<file path="src/common/eth_settings.svh">
`ifndef ETH_SETTINGS_SVH
`define ETH_SETTINGS_SVH

// fifo sizing, same depth for all three fifos
`define FIFO_DEPTH_LOG2     9

////////////////////////////////////////////////////////////
// ethernet / arp constants
////////////////////////////////////////////////////////////
`define ETH_BROADCAST_HI    32'hFFFF_FFFF
`define ETHTYPE_ARP_HTYPE   32'h0806_0001   // ethertype arp + htype ethernet
`define ARP_PTYPE_SIZES     32'h0800_0604   // ptype ipv4, hlen 6, plen 4
`define ARP_OP_REQUEST      16'h0001
`define ARP_OP_REPLY        16'h0002

////////////////////////////////////////////////////////////
// ipv4 / udp constants
////////////////////////////////////////////////////////////
`define ETHTYPE_IPV4_VER    32'h0800_4500   // ethertype ipv4 + version/ihl/tos
`define IP_FLAGS_WORD       32'h4000_FF11   // df, ttl 255, proto udp
`define IP_LEN_OVERHEAD     16'd30
`define UDP_LEN_OVERHEAD    16'd10

// word counts per frame
`define HDR_WORDS           11
`define ARP_WORDS           11
`define ARP_MIN_WORDS       11

`endif

</file>
<file path="src/common/stream_pkg.sv">
`default_nettype none

`include "eth_settings.svh"

package stream_pkg;

    typedef logic [31:0] data_word_t;
    typedef logic [3:0] hdr_index_t;                    // header word counter
    typedef logic [`FIFO_DEPTH_LOG2:0] fifo_level_t;    // one extra bit for full
    typedef logic [15:0] byte_len_t;

endpackage

`default_nettype wire

</file>
<file path="src/common/net_pkg.sv">
`default_nettype none

package net_pkg;

    // addresses and ports
    typedef logic [47:0] mac_addr_t;
    typedef logic [31:0] ip_addr_t;
    typedef logic [15:0] udp_port_t;

    // one received word split into its two 16-bit fields
    typedef struct packed {
        logic [15:0] hi;
        logic [15:0] lo;
    } net_halves_t;

    // received word, read whole or by halves
    typedef union packed {
        logic [31:0] word;
        net_halves_t halves;
    } net_word_u;

endpackage

`default_nettype wire

</file>
<file path="src/common/word_stream_if.sv">
`timescale 1ns/100ps
`default_nettype none

interface word_stream_if;
    import stream_pkg::*;

    data_word_t data;
    logic valid;
    logic ready;
    logic last;    // marks final word of a frame

    modport source (output data, output valid, output last, input ready);
    modport sink (input data, input valid, input last, output ready);

endinterface

`default_nettype wire

</file>
<file path="src/arp/arp_responder.sv">
`timescale 1ns/100ps
`default_nettype none

`include "eth_settings.svh"

module arp_responder (
    input wire clk,
    input wire reset,
    word_stream_if.sink rx,
    word_stream_if.source reply,
    input wire net_pkg::mac_addr_t own_mac,
    input wire net_pkg::ip_addr_t own_ip
);
    import net_pkg::*;
    import stream_pkg::*;

    localparam data_word_t BCAST = `ETH_BROADCAST_HI;
    localparam data_word_t PTYPE_SIZES = `ARP_PTYPE_SIZES;
    localparam hdr_index_t CHECK_LAST = hdr_index_t'(`ARP_MIN_WORDS - 1);
    localparam hdr_index_t REPLY_LAST = hdr_index_t'(`ARP_WORDS - 1);

    net_word_u rx_word;
    hdr_index_t rx_idx;
    hdr_index_t tx_idx;
    logic word_ok;
    logic bad;          // mismatch seen, drop till last
    logic checked;      // all request words seen
    logic bad_now;
    logic checked_now;
    logic pending;
    logic rx_fire;
    logic tx_fire;
    mac_addr_t req_mac;
    ip_addr_t req_ip;

    assign rx_word = rx.data;
    assign rx.ready = !pending;     // requests queue upstream meanwhile
    assign rx_fire = rx.valid && rx.ready;
    assign tx_fire = reply.valid && reply.ready;

    ////////////////////////////////////////////////////////////
    // request parsing
    ////////////////////////////////////////////////////////////
    always_comb begin
        case (rx_idx)
            4'd0: word_ok = (rx_word.word == BCAST) || (rx_word.word == own_mac[47:16]);
            4'd1: word_ok = (rx_word.halves.hi == BCAST[15:0]) ||
                            (rx_word.halves.hi == own_mac[15:0]);
            4'd3: word_ok = (rx_word.word == `ETHTYPE_ARP_HTYPE);
            4'd4: word_ok = (rx_word.halves.hi == PTYPE_SIZES[31:16]);
            4'd5: word_ok = (rx_word.halves.hi == `ARP_OP_REQUEST);
            4'd9: word_ok = (rx_word.halves.lo == own_ip[31:16]);     // target ip
            4'd10: word_ok = (rx_word.halves.hi == own_ip[15:0]);
            default: word_ok = 1'b1;
        endcase
    end

    assign bad_now = bad || !word_ok;
    assign checked_now = checked || (rx_idx == CHECK_LAST);

    // requester fields
    always_ff @(posedge clk) begin
        if (rx_fire) begin
            case (rx_idx)
                4'd5: req_mac[47:32] <= rx_word.halves.lo;
                4'd6: req_mac[31:0] <= rx_word.word;
                4'd7: req_ip <= rx_word.word;
                default: ;
            endcase
        end
    end

    always_ff @(posedge clk) begin
        if (reset) begin
            rx_idx <= '0;
            tx_idx <= '0;
            bad <= 1'b0;
            checked <= 1'b0;
            pending <= 1'b0;
        end else begin
            if (rx_fire) begin
                if (rx.last) begin
                    rx_idx <= '0;
                    bad <= 1'b0;
                    checked <= 1'b0;
                    pending <= !bad_now && checked_now;
                end else begin
                    if (rx_idx <= CHECK_LAST)
                        rx_idx <= rx_idx + 1'b1;    // saturates past the request
                    bad <= bad_now;
                    checked <= checked_now;
                end
            end
            if (tx_fire) begin
                if (reply.last) begin
                    tx_idx <= '0;
                    pending <= 1'b0;
                end else begin
                    tx_idx <= tx_idx + 1'b1;
                end
            end
        end
    end

    ////////////////////////////////////////////////////////////
    // reply words
    ////////////////////////////////////////////////////////////
    assign reply.valid = pending;
    assign reply.last = (tx_idx == REPLY_LAST);

    always_comb begin
        case (tx_idx)
            4'd0: reply.data = req_mac[47:16];
            4'd1: reply.data = {req_mac[15:0], own_mac[47:32]};
            4'd2: reply.data = own_mac[31:0];
            4'd3: reply.data = `ETHTYPE_ARP_HTYPE;
            4'd4: reply.data = PTYPE_SIZES;
            4'd5: reply.data = {`ARP_OP_REPLY, own_mac[47:32]};
            4'd6: reply.data = own_mac[31:0];                // sender mac lo
            4'd7: reply.data = own_ip;
            4'd8: reply.data = req_mac[47:16];
            4'd9: reply.data = {req_mac[15:0], req_ip[31:16]};
            default: reply.data = {req_ip[15:0], 16'h0000};
        endcase
    end

endmodule

`default_nettype wire

</file>
<file path="src/flat_wrapper.sv">
// flat-port wrapper written by rule: the top's interface ports become plain ports
module arp_responder_flat import net_pkg::*; import stream_pkg::*;
  (clk, reset, own_mac, own_ip, rx_data, rx_valid, rx_last, rx_ready, reply_data, reply_valid, reply_last, reply_ready);
  word_stream_if rx_i ();
  word_stream_if reply_i ();
  input wire clk;
  input wire reset;
  input wire net_pkg::mac_addr_t own_mac;
  input wire net_pkg::ip_addr_t own_ip;
  input wire logic [$bits(rx_i.data)-1:0] rx_data;
  input wire logic [$bits(rx_i.valid)-1:0] rx_valid;
  input wire logic [$bits(rx_i.last)-1:0] rx_last;
  output wire logic [$bits(rx_i.ready)-1:0] rx_ready;
  output wire logic [$bits(reply_i.data)-1:0] reply_data;
  output wire logic [$bits(reply_i.valid)-1:0] reply_valid;
  output wire logic [$bits(reply_i.last)-1:0] reply_last;
  input wire logic [$bits(reply_i.ready)-1:0] reply_ready;
  assign rx_i.data = rx_data;
  assign rx_i.valid = rx_valid;
  assign rx_i.last = rx_last;
  assign rx_ready = rx_i.ready;
  assign reply_data = reply_i.data;
  assign reply_valid = reply_i.valid;
  assign reply_last = reply_i.last;
  assign reply_i.ready = reply_ready;
  arp_responder u_core (.clk(clk), .reset(reset), .rx(rx_i), .reply(reply_i), .own_mac(own_mac), .own_ip(own_ip));
endmodule
</file>
<file path="config.mk">
export PLATFORM = sky130hd
export DESIGN_NAME = arp_responder_flat
export DESIGN_NICKNAME = d
export VERILOG_FILES = /design/src/common/stream_pkg.sv /design/src/common/net_pkg.sv /design/src/common/word_stream_if.sv /design/src/arp/arp_responder.sv /design/src/flat_wrapper.sv
export VERILOG_INCLUDE_DIRS = /design/src /design/src/common
export SDC_FILE = /design/constraint.sdc
export NUM_CORES = 1
export LEC_CHECK = 0
export BUFFER_PORTS_ARGS = -buffer_cell sky130_fd_sc_hd__buf_2
export CORE_MARGIN = 1.5
export CORE_UTILIZATION = 25
export DETAILED_ROUTE_END_ITERATION = 6
export PLACE_DENSITY = 0.51
export SYNTH_ARGS = -nofsm -noshare
export SYNTH_HDL_FRONTEND = slang
export SYNTH_SLANG_ARGS = --single-unit
</file>
<file path="constraint.sdc">
create_clock -name clk -period 1.96 [get_ports clk]
set_input_delay 0.294 -clock clk [delete_from_list [all_inputs] [get_ports clk]]
set_output_delay 0.294 -clock clk [all_outputs]
set_load 0.005 [all_outputs]
</file>
==> Yosys cells after proc, flatten, opt, wreduce, memory -nomap -nowiden <==
Index checks and enable logic that the tools add are counted.
Widths: inputs -> output; s select.
{ "word_totals": {"output_inout_bits": 35, "in_bits": 117, "register_bits": 91} }
{ "classes": {"mux": 11, "reduce_logical": 19, "n_eq_ne": 27, "n_addsub": 2, "n_lt_le_gt_ge": 1} }
{ "ops": {"columns": ["cell", "count"], "rows": [
  ["$pmux 32 s8", 1],
  ["$eq 16x16->1", 3],
  ["$eq 32x28->1 const B", 1],
  ["$eq 32x32->1", 1],
  ["$eq 32x32->1 const B", 1],
  ["$eq 4x3->1 const B", 8],
  ["$eq 4x4->1 const B", 5],
  ["$eq 16x1->1 const B", 1],
  ["$eq 16x12->1 const B", 1],
  ["$eq 16x16->1 const B", 1],
  ["$eq 4x2->1 const B", 3],
  ["$mux 4", 3],
  ["$add 4x1->4 const B", 2],
  ["$eq 4x1->1 const B", 2],
  ["$logic_not 4->1", 2],
  ["$reduce_and 2->1", 4],
  ["$pmux 1 s7", 1],
  ["$mux 1", 6],
  ["$le 4x4->1 const B", 1],
  ["$logic_or 1x1->1", 4],
  ["$reduce_or 2->1", 2],
  ["$logic_and 1x1->1", 3],
  ["$logic_not 1->1", 3],
  ["$reduce_bool 2->1", 1]
]} }

==> Logic depth before layout (Yosys ltp) <==
Gate-level depths: netlist (run 1).
{ "depth": {"depth_word": 11, "ltp_mapped": 9, "mapped_depth_nobuf": 9} }

==> Worst setup path after synthesis (run 1) <==
Ideal clock, no wire load.
{ "synth_timing": {"kind": "register to register", "from": "reg u_core.rx_idx[0]", "to": "reg u_core.bad", "setup_ps": 70, "required_ps": 1890, "path_stages_with_launch": 10, "t_arrival_ps": 1894, "setup_slack_ps": -4, "period_less_slack_ps": 1964, "path_cell_list": "dfxtp_1 > inv_1 > ha_1 > nand3b_4 > buf_2 > o32ai_1 > o21ai_1 > a2111oi_2 > or4b_1 > a21oi_1"} }
{ "synth_via": {"elab_chain_cells": 5} }
{ "synth_rtl": {"columns": ["element", "line", "text"], "rows": [
  ["start: declaration", "arp_responder.sv:23", "hdr_index_t rx_idx;"],
  ["start signal: assignment", "arp_responder.sv:89", "rx_idx <= rx_idx + 1'b1;"],
  ["$eq 4x4->1 (tied with other cells)", "arp_responder.sv:45", "case (rx_idx)"],
  ["$pmux 1 s7 *", "arp_responder.sv:45", null],
  ["$logic_not 1->1 *", "arp_responder.sv:58", "assign bad_now = bad || !word_ok;"],
  ["$logic_or 1x1->1 *", "arp_responder.sv:58", null],
  ["$mux 1 *", "arp_responder.sv:82", "if (rx.last) begin"],
  ["end signal: assignment", "arp_responder.sv:90", "bad <= bad_now;"],
  ["end: declaration", "arp_responder.sv:26", "logic bad;"]
]} }
Every way passes the cells marked *; elsewhere a longest branch is shown, timed or not.
A chain may end at the register's enable or synchronous reset.

==> Worst setup path in the final report (run 1) <==
{ "layout_timing": {"from": "reg u_core.tx_idx[1]", "to": "out reply_data[6]"} }
{ "layout_via": {"elab_chain_cells": 3} }
{ "layout_rtl": {"columns": ["element", "line", "text"], "rows": [
  ["start: declaration", "arp_responder.sv:24", "hdr_index_t tx_idx;"],
  ["start signal: assignment", "arp_responder.sv:99", "tx_idx <= tx_idx + 1'b1;"],
  ["$eq 4x4->1 (tied with other cells)", "arp_responder.sv:112", "case (tx_idx)"],
  ["$reduce_or 2->1 (no source line)", null, null],
  ["$pmux 32 s8 *", "arp_responder.sv:112", null],
  ["end: declaration", "flat_wrapper.sv:14", "output wire logic [$bits(reply_i.data)-1:0] reply_data;"]
]} }
Marked as above.

==> impl_metrics.env, run 1 <==
export IMPL_status="complete, but fails checks"
export IMPL_violations="negative setup slack"
export IMPL_ys_ff_latch=91
export IMPL_core_area_sq_mm=0.0210
export IMPL_antenna_left=0
export IMPL_cts_sinks=91
export IMPL_placed_cell_area_sq_mm=0.00687
export IMPL_cts_max_path_buffers=2
export IMPL_ys_types=55
export IMPL_yosys_top_cells_area="edfxtp_1 45%, xnor2_1 12%, a22oi_1 6.0%"
export IMPL_leakagePower_nw=2.87
export IMPL_post_route_util_pct=36.5
export IMPL_drv_cap=0
export IMPL_worst_ep_arrival_time_ns=1.80
export IMPL_grt_pass1_vias=4935
export IMPL_drc_errors=0
export IMPL_die_height_microns=149
export IMPL_grt_antenna_before_repair=0
export IMPL_syn_num_nets=634
export IMPL_drt_first_pass_iters=5
export IMPL_instances_no_fill=1002
export IMPL_critPathKind="register to output pin"
export IMPL_fill_cells=2108
export IMPL_grt_overflow=0
export IMPL_cts_buffers=9
export IMPL_final_setup_tns_ns=-2.53
export IMPL_ys_seq_area_share_pct=48.9
export IMPL_min_period_ns=2.09
export IMPL_ys_warn_count=0
export IMPL_htreeDepth=3
export IMPL_drive_above_1_share_pct=41.4
export IMPL_wl_per_cell_microns=21.2
export IMPL_first_iter_violations=427
export IMPL_fin_nets=843
export IMPL_clk_insertion_delay_late_ns=0.35
export IMPL_power_density_mw_per_mm2=584
export IMPL_yosysTopAreaCellShare_pct=44.8
export IMPL_wirelength_mm=21.2
export IMPL_placed_cells=971
export IMPL_groute_usage_overall_pct=18.9
export IMPL_vdd_ir_drop_max_v=0.000426
export IMPL_max_freq_mhz=478
export IMPL_avgSynthCellArea_sq_um=10.4
export IMPL_synth_edff_count=80
export IMPL_port_buffer_count=151
export IMPL_crit_slowest_cell="dfxtp_4"
export IMPL_synth_top_area_cell="edfxtp_1"
export IMPL_hold_viol=0
export IMPL_cts_root_buffer="clkbuf_16"
export IMPL_grt_pass1_wl_mm=30.8
export IMPL_start_util_pct=25.5
export IMPL_via_per_inst=5.18
export IMPL_setup_viol=30
export IMPL_design_area_sq_mm=0.00768
export IMPL_clk_pin_slew_ns=0.06
export IMPL_syn_instance_count=513
export IMPL_hpwl_mm=15.7
export IMPL_critical_path_top_delay_family="buffers and inverters"
export IMPL_synth_most_common_cell="edfxtp_1"
export IMPL_critPathMaxStageDelay_ns=0.36
export IMPL_cts_tree="built"
export IMPL_cp_start_kind="register"
export IMPL_synth_commonest_cells="80 x edfxtp_1, 71 x xnor2_1, 43 x a22oi_1, 40 x nor2_1, 32 x nand2_1"
export IMPL_synth_async_reset_ratio_pct=0
export IMPL_ios=152
export IMPL_dieArea_sq_mm=0.0223
export IMPL_fin_worst_skew_ns=0.00668
export IMPL_worst_ep_required_time_ns=1.67
export IMPL_tightestPinTransition_ns=0.452
export IMPL_multiInputGateArea_sq_mm=0.00280
export IMPL_dr_total_vias=5195
export IMPL_netlist_area_sq_mm=0.00536
export IMPL_path_max_fanout=5
export IMPL_hp_class="input port to register"
export IMPL_seqCellArea_sq_mm=0.00264
export IMPL_worstPathCellList="buf_6 -> nand2_4 -> nor2_4 -> buf_12 -> clkbuf_16 -> a222oi_1 -> nand2_1 -> buf_2"
export IMPL_insertedDiodeCount=0
export IMPL_slew_headroom_pct=69.6
export IMPL_rsz0062_at_grt="true"
export IMPL_grt_max_degree=29
export IMPL_worst_slack_ns=-0.130
export IMPL_num_rows=53
export IMPL_path_buf_inv=4
export IMPL_synth_ff_type="edfxtp_1"
export IMPL_die_x_microns=149
export IMPL_areaGrowthSynthToFinish_pct=43.3
export IMPL_crit_path_end_kind="output pin"
export IMPL_finalMaxSlewViolations=0
export IMPL_period_share_pct=107
export IMPL_gp_congestion=0.879
final cells by class:
| class | instances | share of cell area, % |
|---|---|---|
| inverter | 10 | 0.489 |
| tap | 275 | 4.48 |
| clock inverter | 5 | 0.815 |
| timing repair buffer | 232 | 20.3 |
| sequential | 91 | 34.4 |
| multi-input combinational | 378 | 36.5 |
| clock buffer | 11 | 3.03 |
what timing repair did:
item,CTS,global route
setup endpoints to repair,33,34
gates cloned,4,2
resized for setup,46,37
pin swaps,32,29
hold buffers,0,0
buffers inserted,6,4
report_power, final:
part	total (mW)	internal (mW)	switching, mW
logic	0.626	0.278	0.348
clock network	1.75	0.996	0.758
registers	2.11	2.10	0.00232
worst register-to-register path: stages, from the launching register on:
cell and delay (ns):
dfxtp_2 0.33, inv_2 0.05, ha_4 0.17, buf_6 0.12, nand3b_4 0.11, nor2_2 0.05, o32ai_2 0.29, nand4_1 0.21
a2111oi_4 0.36, or4b_4 0.20, a21oi_2 0.05
sequential cells by signal, indices dropped and copies added (netlist names):
signal / cells
u_core.req_mac: 48
u_core.req_ip: 32
u_core.rx_idx: 4
u_core.reply.valid: 1
u_core.checked: 1
u_core.bad: 1
u_core.tx_idx: 4
layer usage:
layer | GRT usage, % | share of wire [%] | up-vias
met5 | 0 | 0 | -
met4 | 5.00 | 1.8 | 0
met3 | 3.69 | 6.7 | 22
met2 | 29.4 | 46 | 215
met1 | 26.7 | 46 | 2546
li1 | - | - | 2412
kinds of logic after synthesis:
family	after synthesis	share of synthesized area (%)
AND/OR/NAND/NOR	158	16.0
AO/OA/AOI/OAI	141	18.4
flip-flops	91	48.9
XOR/XNOR	72	11.8
buffers and inverters	45	3.62
adder cells (fa/ha/maj)	4	0.934
multiplexers	2	0.373
per-stage QoR:
step	setup slack, ns	hold slack [ns]	total power [mW]
after floorplan	0.0210	0.393	2.38
after global placement	-0.0247	0.438	2.75
after detailed placement	-0.0504	0.449	2.75
after CTS	-0.166	0.217	4.50
after global routing	-0.232	0.245	4.63
final	-0.130	0.225	4.49
final timing paths:
check	start	endpoint	slack, ns	cells after the start
min reg2reg	u_core.bad$_SDFFE_PP0P_	u_core.bad$_SDFFE_PP0P_	0.47	2
max	u_core.tx_idx[1]$_SDFFE_PP0P_	reply_data[6]	-0.13	8
min	reset	u_core.tx_idx[2]$_SDFFE_PP0P_	0.22	2
max reg2reg	u_core.rx_idx[0]$_SDFFE_PP0P_	u_core.bad$_SDFFE_PP0P_	-0.09	10
placed cells by master (no fill, tap or decap), types with 16 or more instances in the layout:
master    netlist  routed
xnor2_1        71      71
nor2_1         40      34
a31oi_1        18      18
nand2_1        32      30
a21oi_1        18      16
buf_4           0      60
nand4_1        26      26
a22oi_1        43      35
edfxtp_1       80      80
buf_2          14     151
No activity file was read; power rests on OpenSTA's default activity.
==> inputs of run 2 (changes only) <==
--- a/config.mk
+++ b/config.mk
@@ -10,6 +10,7 @@
 export CORE_MARGIN = 1.5
 export CORE_UTILIZATION = 25
 export DETAILED_ROUTE_END_ITERATION = 6
+export MAX_ROUTING_LAYER = met4
 export PLACE_DENSITY = 0.51
 export SYNTH_ARGS = -nofsm -noshare
 export SYNTH_HDL_FRONTEND = slang
==> run 2 against run 1 <==
  * The run still ends with negative setup slack left
  * Count of clock-buffer cells in the layout unchanged
  * Clock power about the same
  * Fmax is 0.39% higher
  * Register-to-register slack barely moved
  * Utilization unchanged
  * First-iteration DRC count grew 9.1%
  * Worst hold slack better by 0.0026 ns
  * Final cell count unchanged
  * Sequential power barely moved
  * Critical path type unchanged
  * Largest cell class unchanged
==> impl_metrics.env, run 2 (synthesis gave the netlist of run 1 again) <==
export IMPL_status="complete, but fails checks"
export IMPL_violations="negative setup slack"
export IMPL_finalMaxSlewViolations=0
export IMPL_reg_top3="u_core.req_mac: 48 flops, u_core.req_ip: 32 flops"
export IMPL_dr_total_vias=5214
export IMPL_drt_met1_wl_mm=9.82
export IMPL_final_cell_mix="151 x buf_2, 80 x edfxtp_1, 71 x xnor2_1"
export IMPL_gp_congestion=0.894
export IMPL_maxUsedRoutingLayer="met4"
export IMPL_crit_path_end_kind="output pin"
export IMPL_cts_tree="built"
export IMPL_areaGrowthSynthToFinish_pct=43.3
export IMPL_fin_worst_skew_ns=0.00797
export IMPL_hold_viol=0
export IMPL_seqPwrFrac_pct=47.0
export IMPL_wl_per_cell_microns=21.3
export IMPL_clk_insertion_delay_late_ns=0.35
export IMPL_dieArea_sq_mm=0.0223
export IMPL_clk_pin_slew_ns=0.06
export IMPL_max_freq_mhz=480
export IMPL_num_rows=53
export IMPL_setup_viol=30
export IMPL_pwr_share_clk_pct=39.1
export IMPL_grt_antenna_before_repair=0
export IMPL_fin_nets=843
export IMPL_drive_above_1_share_pct=41.4
export IMPL_p_switching_mw=1.11
export IMPL_path_max_fanout=5
export IMPL_drt_first_pass_iters=6
export IMPL_slew_headroom_pct=70.1
export IMPL_grt_pass1_vias=4936
export IMPL_layout_commonest_cell="buf_2"
export IMPL_cts_sinks=91
export IMPL_ios=152
export IMPL_dp_slack_ns=-0.0504
export IMPL_cp_start_kind="register"
export IMPL_regMostFlops="u_core.req_mac"
export IMPL_groute_usage_overall_pct=19.5
export IMPL_wl_met2_mm=9.75
export IMPL_port_buffer_count=151
export IMPL_worst_ep_required_time_ns=1.67
export IMPL_htreeDepth=3
export IMPL_period_share_pct=106
export IMPL_cts_buffers=9
export IMPL_leakagePower_nw=2.87
export IMPL_fill_cells=2108
export IMPL_tightestPinTransition_ns=0.444
export IMPL_critPathKind="register to output pin"
export IMPL_hpwl_mm=15.7
export IMPL_grt_overflow=0
export IMPL_drc_errors=0
export IMPL_wl_met3_mm=1.37
export IMPL_rsz0062_at_grt="true"
export IMPL_largest_reg_flops=48
export IMPL_worst_ep_arrival_time_ns=1.79
export IMPL_power_density_mw_per_mm2=584
export IMPL_core_area_sq_mm=0.0210
export IMPL_die_height_microns=149
export IMPL_pwr_share_comb_pct=14.0
export IMPL_grt_max_degree=29
export IMPL_switching_share_pct=24.7
export IMPL_grt_pass1_wl_mm=30.8
export IMPL_cts_max_path_buffers=2
export IMPL_hp_class="input port to register"
export IMPL_worst_slack_ns=-0.122
export IMPL_start_util_pct=25.5
export IMPL_vdd_ir_drop_max_v=0.000425
export IMPL_cts_root_buffer="clkbuf_16"
export IMPL_wirelength_mm=21.3
export IMPL_cts_hold_buffers=0
export IMPL_first_iter_violations=466
export IMPL_min_period_ns=2.08
export IMPL_final_setup_tns_ns=-2.58
export IMPL_via_per_inst=5.20
export IMPL_drv_cap=0
export IMPL_internal_power_mw=3.38
export IMPL_antenna_left=0
export IMPL_insertedDiodeCount=0
export IMPL_die_x_microns=149
[run 2: cell counts in the layout (fill, tap and decap cells not counted)]
Identical to the previous run, type by type.
[run 2: layout make-up]
class / count / area (sq um) / area share, %
Tap cell: 275 / 344 / 4.48
Timing Repair Buffer: 232 / 1560 / 20.3
Inverter: 10 / 37.5 / 0.489
Clock buffer: 11 / 233 / 3.03
Multi-Input combinational cell: 378 / 2800 / 36.5
Sequential cell: 91 / 2640 / 34.4
Clock inverter: 5 / 62.6 / 0.815
[run 2: what timing repair did]
| action | 4_1_cts | 5_1_grt |
|---|---|---|
| setup endpoints to repair | 33 | 34 |
| pin swaps | 32 | 29 |
| endpoints found under the hold margin | 0 | 0 |
| resized for setup | 46 | 37 |
| setup buffers | 6 | 4 |
| gates cloned | 4 | 2 |
[run 2: per-layer routing]
metal | vias to the layer above | GRT usage [%]
li1 | 2415 | -
met3 | 24 | 3.45
met4 | 0 | 5.00
met2 | 222 | 29.4
met1 | 2553 | 26.9
met5 | - | -
[run 2: final timing paths]
kind,from,slack [ns],cells after the start,end
max,u_core.tx_idx[1]$_SDFFE_PP0P_,-0.12,8,reply_data[7]
min,reset,0.23,2,u_core.tx_idx[2]$_SDFFE_PP0P_
max reg2reg,u_core.rx_idx[0]$_SDFFE_PP0P_,-0.10,10,u_core.bad$_SDFFE_PP0P_
min reg2reg,u_core.bad$_SDFFE_PP0P_,0.47,2,u_core.bad$_SDFFE_PP0P_
[run 2: critical path, stage by stage (launching register included)]
cell and delay [ns]:
dfxtp_4 0.36, buf_6 0.13, nand2_4 0.07, nor2_4 0.06, buf_12 0.13, buf_16 0.13
a222oi_1 0.35, nand2_1 0.08, buf_2 0.13
[run 2: through the flow]
step	total power, mW	utilization [%]	area [sq um]	std cells	hold WS (ns)
floorplan	2.38	-	5370	513	0.393
global placement	2.75	32.7	6870	971	0.438
detailed placement	2.75	32.7	6870	971	0.449
CTS	4.50	35.5	7460	997	0.217
global route	4.63	36.5	7680	1002	0.244
finish	4.48	36.5	7680	1002	0.227
[run 2: power by group through the flow]
| stage | logic [mW] | registers [mW] | clock network, mW |
|---|---|---|---|
| floorplan | 0.229 | 2.15 | 0 |
| global placement | 0.603 | 2.15 | 0 |
| detailed placement | 0.598 | 2.15 | 0 |
| CTS | 0.608 | 2.11 | 1.79 |
| global route | 0.669 | 2.10 | 1.86 |
| finish | 0.627 | 2.11 | 1.75 |
==> inputs of run 3 (changes only) <==
--- a/config.mk
+++ b/config.mk
@@ -7,7 +7,7 @@
 export NUM_CORES = 1
 export LEC_CHECK = 0
 export BUFFER_PORTS_ARGS = -buffer_cell sky130_fd_sc_hd__buf_2
-export CORE_MARGIN = 1.5
+export CORE_MARGIN = 2
 export CORE_UTILIZATION = 25
 export DETAILED_ROUTE_END_ITERATION = 6
 export MAX_ROUTING_LAYER = met4
==> run 3 against run 2 <==
  * The run ends with design-rule violations, negative setup slack left
  * Global-route usage decreased by 0.71 points
  * Flip-flop and latch count is the same
  * Routed wire length down 2.6%
  * Combinational power is 2% lower
  * Worst hold slack got worse by 0.040 ns
  * Sequential share of layout area up 0.80 points
  * Non-clock buffer count shrank 6
  * Die area grew 1.3%
  * Final cell count down 0.60%
  * Count of clock-buffer cells in the layout down 1
  * Sequential power about the same
  * Fmax rose by 1.8%
  * Critical endpoint unchanged
  * Largest power group unchanged
==> impl_metrics.env, run 3 (synthesis gave the netlist of run 1 again) <==
export IMPL_status="complete, but fails checks"
export IMPL_violations="design-rule violations, negative setup slack"
export IMPL_grt_antenna_before_repair=0
export IMPL_internal_power_mw=3.23
export IMPL_cts_root_buffer="clkbuf_16"
export IMPL_fin_nets=837
export IMPL_cts_buffers=9
export IMPL_final_cell_mix="151 x buf_2, 80 x edfxtp_1, 71 x xnor2_1"
export IMPL_drv_cap=0
export IMPL_seqPwrFrac_pct=48.4
export IMPL_wl_per_cell_microns=20.8
export IMPL_port_buffer_count=151
export IMPL_reg_top3="u_core.req_mac: 48 flops, u_core.req_ip: 32 flops"
export IMPL_leakagePower_nw=2.76
export IMPL_critPathMaxStageDelay_ns=0.38
export IMPL_ios=152
export IMPL_core_area_sq_mm=0.0210
export IMPL_fill_cells=2144
export IMPL_drc_errors=3
export IMPL_critPathKind="register to output pin"
export IMPL_hold_ws_ns=0.187
export IMPL_grt_pass1_wl_mm=30.3
export IMPL_placed_cells=968
export IMPL_worst_ep_arrival_time_ns=1.75
export IMPL_p_switching_mw=1.12
export IMPL_grt_pass1_vias=4842
export IMPL_num_rows=53
export IMPL_min_period_ns=2.05
export IMPL_instances_no_fill=996
export IMPL_hpwl_mm=15.9
export IMPL_areaGrowthSynthToFinish_pct=40.1
export IMPL_worst_ep_required_time_ns=1.67
export IMPL_clk_insertion_delay_late_ns=0.36
export IMPL_cts_max_path_buffers=2
export IMPL_gp_congestion=0.903
export IMPL_power_density_mw_per_mm2=579
export IMPL_period_share_pct=104
export IMPL_slew_headroom_pct=74.7
export IMPL_drt_first_pass_iters=7
export IMPL_hp_class="input port to register"
export IMPL_post_route_util_pct=35.7
export IMPL_regMostFlops="u_core.req_mac"
export IMPL_first_iter_violations=465
export IMPL_dr_total_vias=5072
export IMPL_worstPathCellList="buf_6 -> nor3_4 -> buf_6 -> buf_12 -> clkbuf_16 -> a22oi_1 -> nand2_1 -> buf_2"
export IMPL_wirelength_mm=20.8
export IMPL_grt_overflow=0
export IMPL_crit_slowest_cell="dfxtp_4"
export IMPL_finalMaxSlewViolations=0
export IMPL_grt_max_degree=29
export IMPL_hold_viol=0
export IMPL_crit_path_end_kind="output pin"
export IMPL_cts_tree="built"
export IMPL_cp_start_kind="register"
export IMPL_htreeDepth=3
export IMPL_seqCellArea_sq_mm=0.00264
export IMPL_largest_reg_flops=48
export IMPL_max_freq_mhz=489
export IMPL_crit_top_cell="buf_6"
export IMPL_fin_worst_skew_ns=0.00833
export IMPL_setup_viol=28
export IMPL_pwr_share_clk_pct=37.5
export IMPL_cts_sinks=91
export IMPL_pwr_share_comb_pct=14.1
export IMPL_insertedDiodeCount=0
export IMPL_dieArea_sq_mm=0.0226
export IMPL_vdd_ir_drop_max_v=0.000394
export IMPL_groute_usage_overall_pct=18.8
export IMPL_layout_commonest_cell="buf_2"
export IMPL_worst_slack_ns=-0.0858
export IMPL_die_x_microns=150
export IMPL_tightestPinTransition_ns=0.376
export IMPL_drive_above_1_share_pct=39.5
export IMPL_switching_share_pct=25.7
export IMPL_antenna_left=0
export IMPL_path_max_fanout=9
export IMPL_die_height_microns=150
export IMPL_clk_pin_slew_ns=0.07
export IMPL_rsz0062_at_grt="true"
export IMPL_via_per_inst=5.09
export IMPL_multiInputGateArea_sq_mm=0.00274
export IMPL_start_util_pct=25.5
run 3: timing repair:
item | 4_1_cts | 5_1_grt
hold buffers | 0 | 0
resized for setup | 40 | 26
pin swaps | 27 | 21
setup endpoints to repair | 34 | 34
gates cloned | 2 | 1
buffers inserted | 4 | 5
run 3: final timing paths:
path	slack [ns]	start	endpoint	cells after the start
setup / recovery	-0.09	u_core.tx_idx[1]$_SDFFE_PP0P_	reply_data[7]	8
hold / removal	0.19	rx_data[11]	u_core.req_ip[11]$_DFFE_PP_	1
setup reg to reg	-0.01	u_core.rx_idx[0]$_SDFFE_PP0P_	u_core.bad$_SDFFE_PP0P_	9
hold reg to reg	0.45	u_core.bad$_SDFFE_PP0P_	u_core.bad$_SDFFE_PP0P_	2
run 3: layout make-up:
cell class | instances | share of cell area (%)
multi-input combinational | 378 | 36.5
clock inverter | 6 | 0.550
timing repair buffer | 226 | 19.6
sequential | 91 | 35.2
clock buffer | 10 | 3.05
tap | 275 | 4.58
inverter | 10 | 0.500
run 3: power by group through the flow:
stage               sequential (mW)  clock, mW  combinational (mW)
CTS                            2.10       1.67               0.605
finish                         2.10       1.63               0.615
detailed placement             2.15          0               0.593
floorplan                      2.15          0               0.229
global route                   2.10       1.74               0.654
global placement               2.15          0               0.597
run 3: through the flow:
step,setup WS [ns],power [mW],cell area [sq um],setup TNS (ns)
global placement,-0.00787,2.75,6830,-0.00787
CTS,-0.126,4.38,7320,-1.82
finish,-0.0858,4.35,7510,-1.20
detailed placement,-0.0326,2.74,6830,-0.0354
global route,-0.173,4.50,7510,-3.66
floorplan,0.0210,2.38,5370,0
run 3: metal layers:
metal	vias to the layer above	wire (microns)	GRT usage (%)	share of wire (%)
li1	2396	-	-	-
met1	2433	9520	25.7	46
met2	223	9510	28.8	46
met3	20	1350	3.15	6.5
met4	0	372	4.95	1.8
met5	-	0	-	0
run 3: critical path: cells and delay by family, from the launching register on:
family          cells  cell delay (ns)
simple gates        2             0.12
compound gates      1             0.20
flops               1             0.38
buf+inv             5             0.70
